<file path="src/design/cpuPkg.sv">
`default_nettype none

package cpuPkg;

	typedef logic [31:0] wordT;
	typedef logic [3:0] regIdxT;

	// instruction encodings, top five bits of the word
	typedef enum logic [4:0] {
		opAdd  = 5'b00011,
		opSub  = 5'b00100,
		opShr  = 5'b00101,
		opShl  = 5'b00110,
		opRor  = 5'b00111,
		opRol  = 5'b01000,
		opAnd  = 5'b01001,
		opOr   = 5'b01010,
		opAddi = 5'b01011,
		opAndi = 5'b01100,
		opOri  = 5'b01101,
		opNeg  = 5'b10000,
		opNot  = 5'b10001,
		opNop  = 5'b11001,
		opHalt = 5'b11010
	} opcodeT;

	typedef enum logic [3:0] {
		aluAdd, aluSub, aluAnd, aluOr, aluShr,
		aluShl, aluRor, aluRol, aluNeg, aluNot
	} aluOpT;

	// immediate is bits 18..0, so it overlaps rc
	typedef struct packed {
		opcodeT      opcode;
		regIdxT      ra;
		regIdxT      rb;
		regIdxT      rc;
		logic [14:0] filler;
	} instrT;

	typedef struct packed {
		aluOpT aluOp;
		logic  useImm;
		wordT  imm; // already sign-extended
	} execCmdT;

	typedef struct packed {
		regIdxT ra;
		wordT   value;
	} resultT;

endpackage

`default_nettype wire

</file>
<file path="src/design/instrQueue.sv">
`timescale 1ns/1ps
`default_nettype none

module instrQueue import cpuPkg::*; #(
	parameter int QueueDepth = 4
) (
	input  logic  clk,
	input  logic  reset,
	input  logic  instrValid,
	input  instrT instr,
	input  logic  pop,
	output logic  notEmpty,
	output instrT headInstr,
	output logic  instrCredit
);

	localparam int PtrWidth = (QueueDepth > 1) ? $clog2(QueueDepth) : 1;
	localparam int CountWidth = $clog2(QueueDepth + 1);
	localparam logic [PtrWidth-1:0] LastSlot = PtrWidth'(QueueDepth - 1);

	instrT mem [QueueDepth];
	logic [PtrWidth-1:0] wrPtr, rdPtr;
	logic [CountWidth-1:0] count;
	logic full, push, popEn;

	assign full = (count == CountWidth'(QueueDepth));
	assign notEmpty = (count != '0);
	assign push = instrValid && !full;
	assign popEn = pop && notEmpty;
	assign headInstr = mem[rdPtr];
	assign instrCredit = popEn; // slot freed, hand credit back

	always_ff @(posedge clk) begin
		if (push)
			mem[wrPtr] <= instr;
	end

	always_ff @(posedge clk) begin
		if (reset) begin
			wrPtr <= '0;
			rdPtr <= '0;
			count <= '0;
		end else begin
			if (push)
				wrPtr <= (wrPtr == LastSlot) ? '0 : wrPtr + 1'b1;
			if (popEn)
				rdPtr <= (rdPtr == LastSlot) ? '0 : rdPtr + 1'b1;
			if (push && !popEn)
				count <= count + 1'b1;
			else if (popEn && !push)
				count <= count - 1'b1;
		end
	end

	// source must hold a credit for every word it sends
	assert property (@(posedge clk) disable iff (reset) instrValid |-> !full);

endmodule

`default_nettype wire

</file>
<file path="src/design/controlDecode.sv">
`timescale 1ns/1ps
`default_nettype none

module controlDecode import cpuPkg::*; (
	input  logic    clk,
	input  logic    reset,
	input  logic    notEmpty,
	input  instrT   headInstr,
	output logic    pop,
	output logic    loadY,
	output logic    loadZ,
	output execCmdT execCmd,
	output regIdxT  rbIdx,
	output regIdxT  rcIdx,
	output regIdxT  wbIdx,
	output logic    commit,
	input  logic    wbDone,
	output logic    halted
);

	typedef enum logic [2:0] {
		stIdle, stOperand, stExecute, stWriteback, stHalt
	} stateT;

	stateT state, nextState;
	instrT ir;
	logic [18:0] immBits;

	assign pop = (state == stIdle) && notEmpty;
	assign loadY = (state == stOperand);
	assign loadZ = (state == stExecute);
	assign commit = (state == stWriteback);
	assign halted = (state == stHalt);

	assign rbIdx = ir.rb;
	assign rcIdx = ir.rc;
	assign wbIdx = ir.ra;
	assign immBits = {ir.rc, ir.filler};

	always_comb begin
		nextState = state;
		case (state)
			stIdle: begin
				if (pop) begin
					case (headInstr.opcode)
						opAdd, opSub, opAnd, opOr, opShr, opShl, opRor, opRol,
						opNeg, opNot, opAddi, opAndi, opOri:
							nextState = stOperand;
						opHalt: nextState = stHalt;
						default: nextState = stIdle; // nop and unused codes
					endcase
				end
			end
			stOperand: nextState = stExecute;
			stExecute: nextState = stWriteback;
			stWriteback: begin
				if (wbDone)
					nextState = stIdle;
			end
			stHalt: nextState = stHalt; // only reset leaves
			default: nextState = stIdle;
		endcase
	end

	always_ff @(posedge clk) begin
		if (reset)
			state <= stIdle;
		else
			state <= nextState;
	end

	always_ff @(posedge clk) begin
		if (pop)
			ir <= headInstr;
	end

	// opcode to alu operation
	always_comb begin
		execCmd.useImm = 1'b0;
		execCmd.imm = {{13{immBits[18]}}, immBits};
		case (ir.opcode)
			opSub: execCmd.aluOp = aluSub;
			opAnd: execCmd.aluOp = aluAnd;
			opOr:  execCmd.aluOp = aluOr;
			opShr: execCmd.aluOp = aluShr;
			opShl: execCmd.aluOp = aluShl;
			opRor: execCmd.aluOp = aluRor;
			opRol: execCmd.aluOp = aluRol;
			opNeg: execCmd.aluOp = aluNeg;
			opNot: execCmd.aluOp = aluNot;
			opAddi: begin
				execCmd.aluOp = aluAdd;
				execCmd.useImm = 1'b1;
			end
			opAndi: begin
				execCmd.aluOp = aluAnd;
				execCmd.useImm = 1'b1;
			end
			opOri: begin
				execCmd.aluOp = aluOr;
				execCmd.useImm = 1'b1;
			end
			default: execCmd.aluOp = aluAdd;
		endcase
	end

	// write handshake only answers a pending commit
	assert property (@(posedge clk) disable iff (reset) wbDone |-> commit);

endmodule

`default_nettype wire

</file>
<file path="src/design/aluExecute.sv">
`timescale 1ns/1ps
`default_nettype none

module aluExecute import cpuPkg::*; (
	input  logic    clk,
	input  logic    reset,
	input  logic    loadY,
	input  logic    loadZ,
	input  execCmdT execCmd,
	input  wordT    rbData,
	input  wordT    rcData,
	output wordT    zValue
);

	wordT yReg, zReg;
	wordT opB, aluOut;
	logic [4:0] shamt;

	assign opB = execCmd.useImm ? execCmd.imm : rcData;
	assign shamt = opB[4:0];
	assign zValue = zReg;

	always_comb begin
		case (execCmd.aluOp)
			aluAdd: aluOut = yReg + opB;
			aluSub: aluOut = yReg - opB;
			aluAnd: aluOut = yReg & opB;
			aluOr:  aluOut = yReg | opB;
			aluShr: aluOut = yReg >> shamt; // logical
			aluShl: aluOut = yReg << shamt;
			aluRor: aluOut = (yReg >> shamt) | (yReg << (6'd32 - {1'b0, shamt}));
			aluRol: aluOut = (yReg << shamt) | (yReg >> (6'd32 - {1'b0, shamt}));
			aluNeg: aluOut = -yReg;
			aluNot: aluOut = ~yReg;
			default: aluOut = '0;
		endcase
	end

	always_ff @(posedge clk) begin
		if (loadY)
			yReg <= rbData;
	end

	always_ff @(posedge clk) begin
		if (reset)
			zReg <= '0;
		else if (loadZ)
			zReg <= aluOut;
	end

endmodule

`default_nettype wire

</file>
<file path="src/design/regFileResult.sv">
`timescale 1ns/1ps
`default_nettype none

module regFileResult import cpuPkg::*; #(
	parameter int CreditWidth = 4
) (
	input  logic   clk,
	input  logic   reset,
	input  regIdxT rbIdx,
	input  regIdxT rcIdx,
	output wordT   rbData,
	output wordT   rcData,
	input  logic   commit,
	input  regIdxT wbIdx,
	input  wordT   zValue,
	output logic   wbDone,
	input  logic   resultCredit,
	output logic   resultValid,
	output resultT result
);

	localparam logic [CreditWidth-1:0] CreditMax = '1;

	wordT regs [16];
	logic [CreditWidth-1:0] creditCount;

	assign rbData = regs[rbIdx];
	assign rcData = regs[rcIdx];

	// write and emit only with a granted credit in hand
	assign wbDone = commit && (creditCount != '0);

	always_ff @(posedge clk) begin
		if (reset) begin
			for (int i = 0; i < 16; i++)
				regs[i] <= '0;
		end else if (wbDone) begin
			regs[wbIdx] <= zValue;
		end
	end

	always_ff @(posedge clk) begin
		if (reset)
			creditCount <= '0;
		else if (resultCredit && !wbDone && creditCount != CreditMax)
			creditCount <= creditCount + CreditWidth'(1);
		else if (wbDone && !resultCredit)
			creditCount <= creditCount - CreditWidth'(1);
	end

	always_ff @(posedge clk) begin
		if (reset)
			resultValid <= 1'b0;
		else
			resultValid <= wbDone;
	end

	always_ff @(posedge clk) begin
		if (wbDone)
			result <= '{ra: wbIdx, value: zValue};
	end

	// one write per commit, so no result goes out twice
	assert property (@(posedge clk) disable iff (reset) wbDone |=> !commit);

endmodule

`default_nettype wire

</file>
<file path="src/design/cpuCore.sv">
`timescale 1ns/1ps
`default_nettype none

module cpuCore import cpuPkg::*; #(
	parameter int QueueDepth = 4,
	parameter int CreditWidth = 4
) (
	input  logic   clk,
	input  logic   reset,
	input  logic   instrValid,
	input  instrT  instr,
	output logic   instrCredit,
	input  logic   resultCredit,
	output logic   resultValid,
	output resultT result,
	output logic   halted
);

	instrT headInstr;
	logic notEmpty, pop;
	logic loadY, loadZ, commit, wbDone;
	execCmdT execCmd;
	regIdxT rbIdx, rcIdx, wbIdx;
	wordT rbData, rcData, zValue;

	instrQueue #(.QueueDepth(QueueDepth)) u_instrQueue (
		.clk(clk),
		.reset(reset),
		.instrValid(instrValid),
		.instr(instr),
		.pop(pop),
		.notEmpty(notEmpty),
		.headInstr(headInstr),
		.instrCredit(instrCredit)
	);

	controlDecode u_controlDecode (
		.clk(clk),
		.reset(reset),
		.notEmpty(notEmpty),
		.headInstr(headInstr),
		.pop(pop),
		.loadY(loadY),
		.loadZ(loadZ),
		.execCmd(execCmd),
		.rbIdx(rbIdx),
		.rcIdx(rcIdx),
		.wbIdx(wbIdx),
		.commit(commit),
		.wbDone(wbDone),
		.halted(halted)
	);

	aluExecute u_aluExecute (
		.clk(clk),
		.reset(reset),
		.loadY(loadY),
		.loadZ(loadZ),
		.execCmd(execCmd),
		.rbData(rbData),
		.rcData(rcData),
		.zValue(zValue)
	);

	regFileResult #(.CreditWidth(CreditWidth)) u_regFileResult (
		.clk(clk),
		.reset(reset),
		.rbIdx(rbIdx),
		.rcIdx(rcIdx),
		.rbData(rbData),
		.rcData(rcData),
		.commit(commit),
		.wbIdx(wbIdx),
		.zValue(zValue),
		.wbDone(wbDone),
		.resultCredit(resultCredit),
		.resultValid(resultValid),
		.result(result)
	);

endmodule

`default_nettype wire

</file>
<file path="config.mk">
export PLATFORM = sky130hd
export DESIGN_NAME = cpuCore
export DESIGN_NICKNAME = d
export VERILOG_FILES = /design/src/design/cpuPkg.sv /design/src/design/instrQueue.sv /design/src/design/controlDecode.sv /design/src/design/aluExecute.sv /design/src/design/regFileResult.sv /design/src/design/cpuCore.sv
export SDC_FILE = /design/constraint.sdc
export NUM_CORES = 2
export LEC_CHECK = 0
export BUFFER_PORTS_ARGS = -buffer_cell sky130_fd_sc_hd__buf_2
export CAP_MARGIN = 20
export CORE_MARGIN = 2
export CORE_UTILIZATION = 35
export DETAILED_ROUTE_END_ITERATION = 10
export HOLD_SLACK_MARGIN = 0.03
export SLEW_MARGIN = 10
export SYNTH_ARGS = -nofsm -noshare
export SYNTH_HDL_FRONTEND = slang
export SYNTH_SLANG_ARGS = --single-unit
export TNS_END_PERCENT = 20
</file>
<file path="constraint.sdc">
create_clock -name clk -period 21.5 [get_ports clk]
set_input_delay 3.225 -clock clk [delete_from_list [all_inputs] [get_ports clk]]
set_output_delay 3.225 -clock clk [all_outputs]
set_load 0.01 [all_outputs]
</file>
==> impl_metrics.ini <==
[outcome]
status = finished clean

[clocking]
tritoncts.num_buffers = 83
tritoncts = yes
cts.root.buffer_cell = sky130_fd_sc_hd__clkbuf_16
cts_htree_levels = 3
post_cts_resize_count = 0
cts_post_setup_buffers_inserted = 0
clock_tree.buffer_depth = 3
insertion_delay_ns = 0.72
hold_buffers = 0
clk_pin_slew_ns = 0.06
clock-sinks = 793

[placement]
dp_hpwl_mm = 129
placement.io_buffers = 74
place_congestion = 1.05

[finish]
area.sequential_sq_um = 23300
n_fill_cell = 12900
num-nets-final = 3861
multiInputGateArea_sq_um = 23500
post_route_cells_drive_above_1_share_pct = 21.7
areaGrowthSynthToFinish_pct = 10.7

[timing]
report.final.hold_viol_count = 0
timing.clock.skew_ns = 0.0604
unrepaired_setup_endpoints_after_global_routing = false
timing.final.crit_share_pct = 38.7
setup-tns-final_ns = 0
worst_slew_margin_relative_to_its_limit_pct = 18.8
slew_viol_final = 0
fmax_mhz = 120
max_slew.worst_pin.slew_ns = 1.21
period_minus_slack_ns = 8.32
final_setup_violations = 0

[synth]
synth_area_leaders = sky130_fd_sc_hd__edfxtp_1 (46%), sky130_fd_sc_hd__mux4_2 (16%), sky130_fd_sc_hd__and2_1 (7.0%)
post_synth.cell_area_avg_sq_um = 12.7
synth_edf_count = 740
syn-num-nets = 3888
synth_cells = 3805
synth_area_leader_cell = sky130_fd_sc_hd__edfxtp_1
synth_seq_area_share_pct = 48.3
synth-seq-cells = 793
yosys.area.top_type_share_pct = 46.1
synth.yosys.warnings = 0
ys_async_sr_fraction_pct = 0
synthFlopType = sky130_fd_sc_hd__edfxtp_1
synth_cell_type_count = 99
synth.cell_area_sq_um = 48200

[setup_path]
cp_slowest_cell = sky130_fd_sc_hd__buf_4
worstSetupEndpointType = register
cp-start-kind = register
arrival_ns = 8.90
worst-endpoint-required_ns = 22.08
worst-setup-path-type = register to register
timing.critical_path.slowest_cell_delay_ns = 0.80
critical_path_buf_inv_count = 5
cp_delay_by_family_top = compound AO/OA/AOI/OAI gates
worst-path-max-fanout = 55

[floorplanning]
fp-row-count = 136
dieArea_sq_um = 141000
io_pins = 75
dieWidth_um = 375
dieHeight_um = 375
initial_core_util_pct = 35.2
fp.coreArea_sq_um = 137000

[route]
drtIter0Drc = 5328
routed_wire_length_per_instance_um = 34.5
antenna_violating_nets_post_route = 0
vias_after_detailed_routing = 36200
route.final.wire_length_mm = 195
post_drt_via_cell_ratio = 6.41
drt_first_pass_iters = 8
drt_drc_violations_left = 0

[grt]
initial_antenna_violation_count = 16
grt_first_pass_wirelength_mm = 273
gr-usage-all-layers_pct = 27.2
grt_max_degree = 127
first_global_vias = 35100
grt_remaining_overflow = 0

[flow_run]
max_cap_viol_count = 0

[min_path]
worstHoldStart = u_instrQueue.count[2]
class_of_the_tightest_hold_or_removal_check = register to register
==> Yosys cell counts, types with 40 or more instances <==
master,number
sky130_fd_sc_hd__nor2_1,184
sky130_fd_sc_hd__mux2i_1,228
sky130_fd_sc_hd__edfxtp_1,740
sky130_fd_sc_hd__dfxtp_1,53
sky130_fd_sc_hd__nor3_1,65
sky130_fd_sc_hd__clkbuf_1,232
sky130_fd_sc_hd__and2_1,538
sky130_fd_sc_hd__inv_1,40
sky130_fd_sc_hd__nand2_1,166
sky130_fd_sc_hd__a211oi_1,42
sky130_fd_sc_hd__ha_1,44
sky130_fd_sc_hd__a21oi_1,160
sky130_fd_sc_hd__buf_2,54
sky130_fd_sc_hd__xnor2_1,48
sky130_fd_sc_hd__o21ai_0,116
sky130_fd_sc_hd__mux2_2,53
sky130_fd_sc_hd__nand3_1,40
sky130_fd_sc_hd__mux4_2,351
==> metal layers <==
layer	routed length (um)	part of all wire, %	track usage (%)
met3	19700	10	6.24
met4	11700	6.0	13.9
met5	57	0.029	0
met2	88000	45	42.4
met1	75400	39	35.5
==> area by class of cell <==
cell class	count	area share (%)
diodes	4	0.0188
flip-flops and latches	793	43.7
clock inverters	49	0.804
multi-input cells	2636	44.1
repair buffers	222	2.84
clock buffers	103	4.07
well taps	1794	4.21
inverters	42	0.295
==> logic make-up (layout without fill, tap and decap cells) <==
kind of cell,count (synthesis),after routing,share of synthesized area [%]
compound gates,723,723,10.2
xor+xnor,69,69,1.25
fa+ha+maj,47,47,1.27
buf+inv,376,416,3.30
flops,793,793,48.3
mux,633,633,22.4
other cells,0,4,0
simple gates,1164,1164,13.3
==> metrics by stage <==
step                instance area [sq um]  hold WS (ns)  instances  worst slack [ns]  utilization, %
floorplan                           48200         0.471       3805             13.81               -
global placement                    50700         0.490       5485             13.46            37.0
detailed placement                  50800         0.501       5487             13.37            37.0
CTS                                 53400         0.510       5639             13.31            38.9
global route                        53400         0.546       5640             12.68            38.9
finish                              53400         0.506       5643             13.18            38.9
==> worst paths after layout <==
path                                  end  cells past startpoint  slack [ns]
setup / recovery  u_aluExecute.zValue[28]                     26       13.18
setup reg to reg  u_aluExecute.zValue[28]                     26       13.18
hold / removal      u_instrQueue.count[2]                      2        0.51
hold reg to reg     u_instrQueue.count[2]                      2        0.51
==> state kept, by name, summed over array words and instances (netlist names), named ones only <==
| signal | flops |
|---|---|
| u_regFileResult.result | 36 |
| u_regFileResult.resultValid | 1 |
| u_controlDecode.rcIdx | 4 |
| u_controlDecode.wbIdx | 4 |
| u_controlDecode.execCmd | 15 |
| u_controlDecode.state | 3 |
| u_controlDecode.ir | 5 |
| u_instrQueue.mem | 128 |
| u_regFileResult.regs | 512 |
| u_controlDecode.rbIdx | 4 |
| u_regFileResult.creditCount | 4 |
| u_instrQueue.wrPtr | 2 |
| u_aluExecute.zValue | 32 |
| u_aluExecute.yReg | 32 |
| u_instrQueue.rdPtr | 2 |
| u_instrQueue.count | 3 |
==> tightest hold or removal path: cells and delay by family (launching register included) <==
family          cells  cell delay, ns
compound gates      2            0.14
flops               1            0.32
==> cell usage in the layout (no fill, tap or decap), types with 15 or more instances in the layout <==
master,count
sky130_fd_sc_hd__clkinv_2,16
sky130_fd_sc_hd__a31oi_1,35
sky130_fd_sc_hd__clkbuf_16,83
sky130_fd_sc_hd__dfxtp_1,49
sky130_fd_sc_hd__nor2_4,15
sky130_fd_sc_hd__inv_1,38
sky130_fd_sc_hd__edfxtp_1,740
sky130_fd_sc_hd__xnor2_1,48
sky130_fd_sc_hd__a22oi_1,27
sky130_fd_sc_hd__ha_1,44
sky130_fd_sc_hd__a21oi_1,160
sky130_fd_sc_hd__o211ai_1,31
sky130_fd_sc_hd__nand4_1,21
sky130_fd_sc_hd__mux2_2,53
sky130_fd_sc_hd__o21ai_0,115
sky130_fd_sc_hd__clkbuf_1,18
sky130_fd_sc_hd__buf_4,145
sky130_fd_sc_hd__mux2i_1,228
sky130_fd_sc_hd__nand2b_1,16
sky130_fd_sc_hd__o21bai_1,21
sky130_fd_sc_hd__o311ai_0,16
sky130_fd_sc_hd__a311oi_1,18
sky130_fd_sc_hd__nand2_1,166
sky130_fd_sc_hd__nor3_1,59
sky130_fd_sc_hd__and2_1,534
sky130_fd_sc_hd__or2_2,25
sky130_fd_sc_hd__mux4_2,351
sky130_fd_sc_hd__nor2_1,168
sky130_fd_sc_hd__a22o_1,15
sky130_fd_sc_hd__nand3_1,39
sky130_fd_sc_hd__a211oi_1,41
sky130_fd_sc_hd__o31ai_1,23
sky130_fd_sc_hd__clkinv_1,16
sky130_fd_sc_hd__a221oi_1,24
sky130_fd_sc_hd__or3_1,19
sky130_fd_sc_hd__a21o_1,27
sky130_fd_sc_hd__xor2_1,21
sky130_fd_sc_hd__nor4_1,24
sky130_fd_sc_hd__o22ai_1,32
sky130_fd_sc_hd__buf_2,74
Power is left out: the tool's default activity adds up to more than one toggle a clock period on the data nets, which glitch-free logic cannot reach.
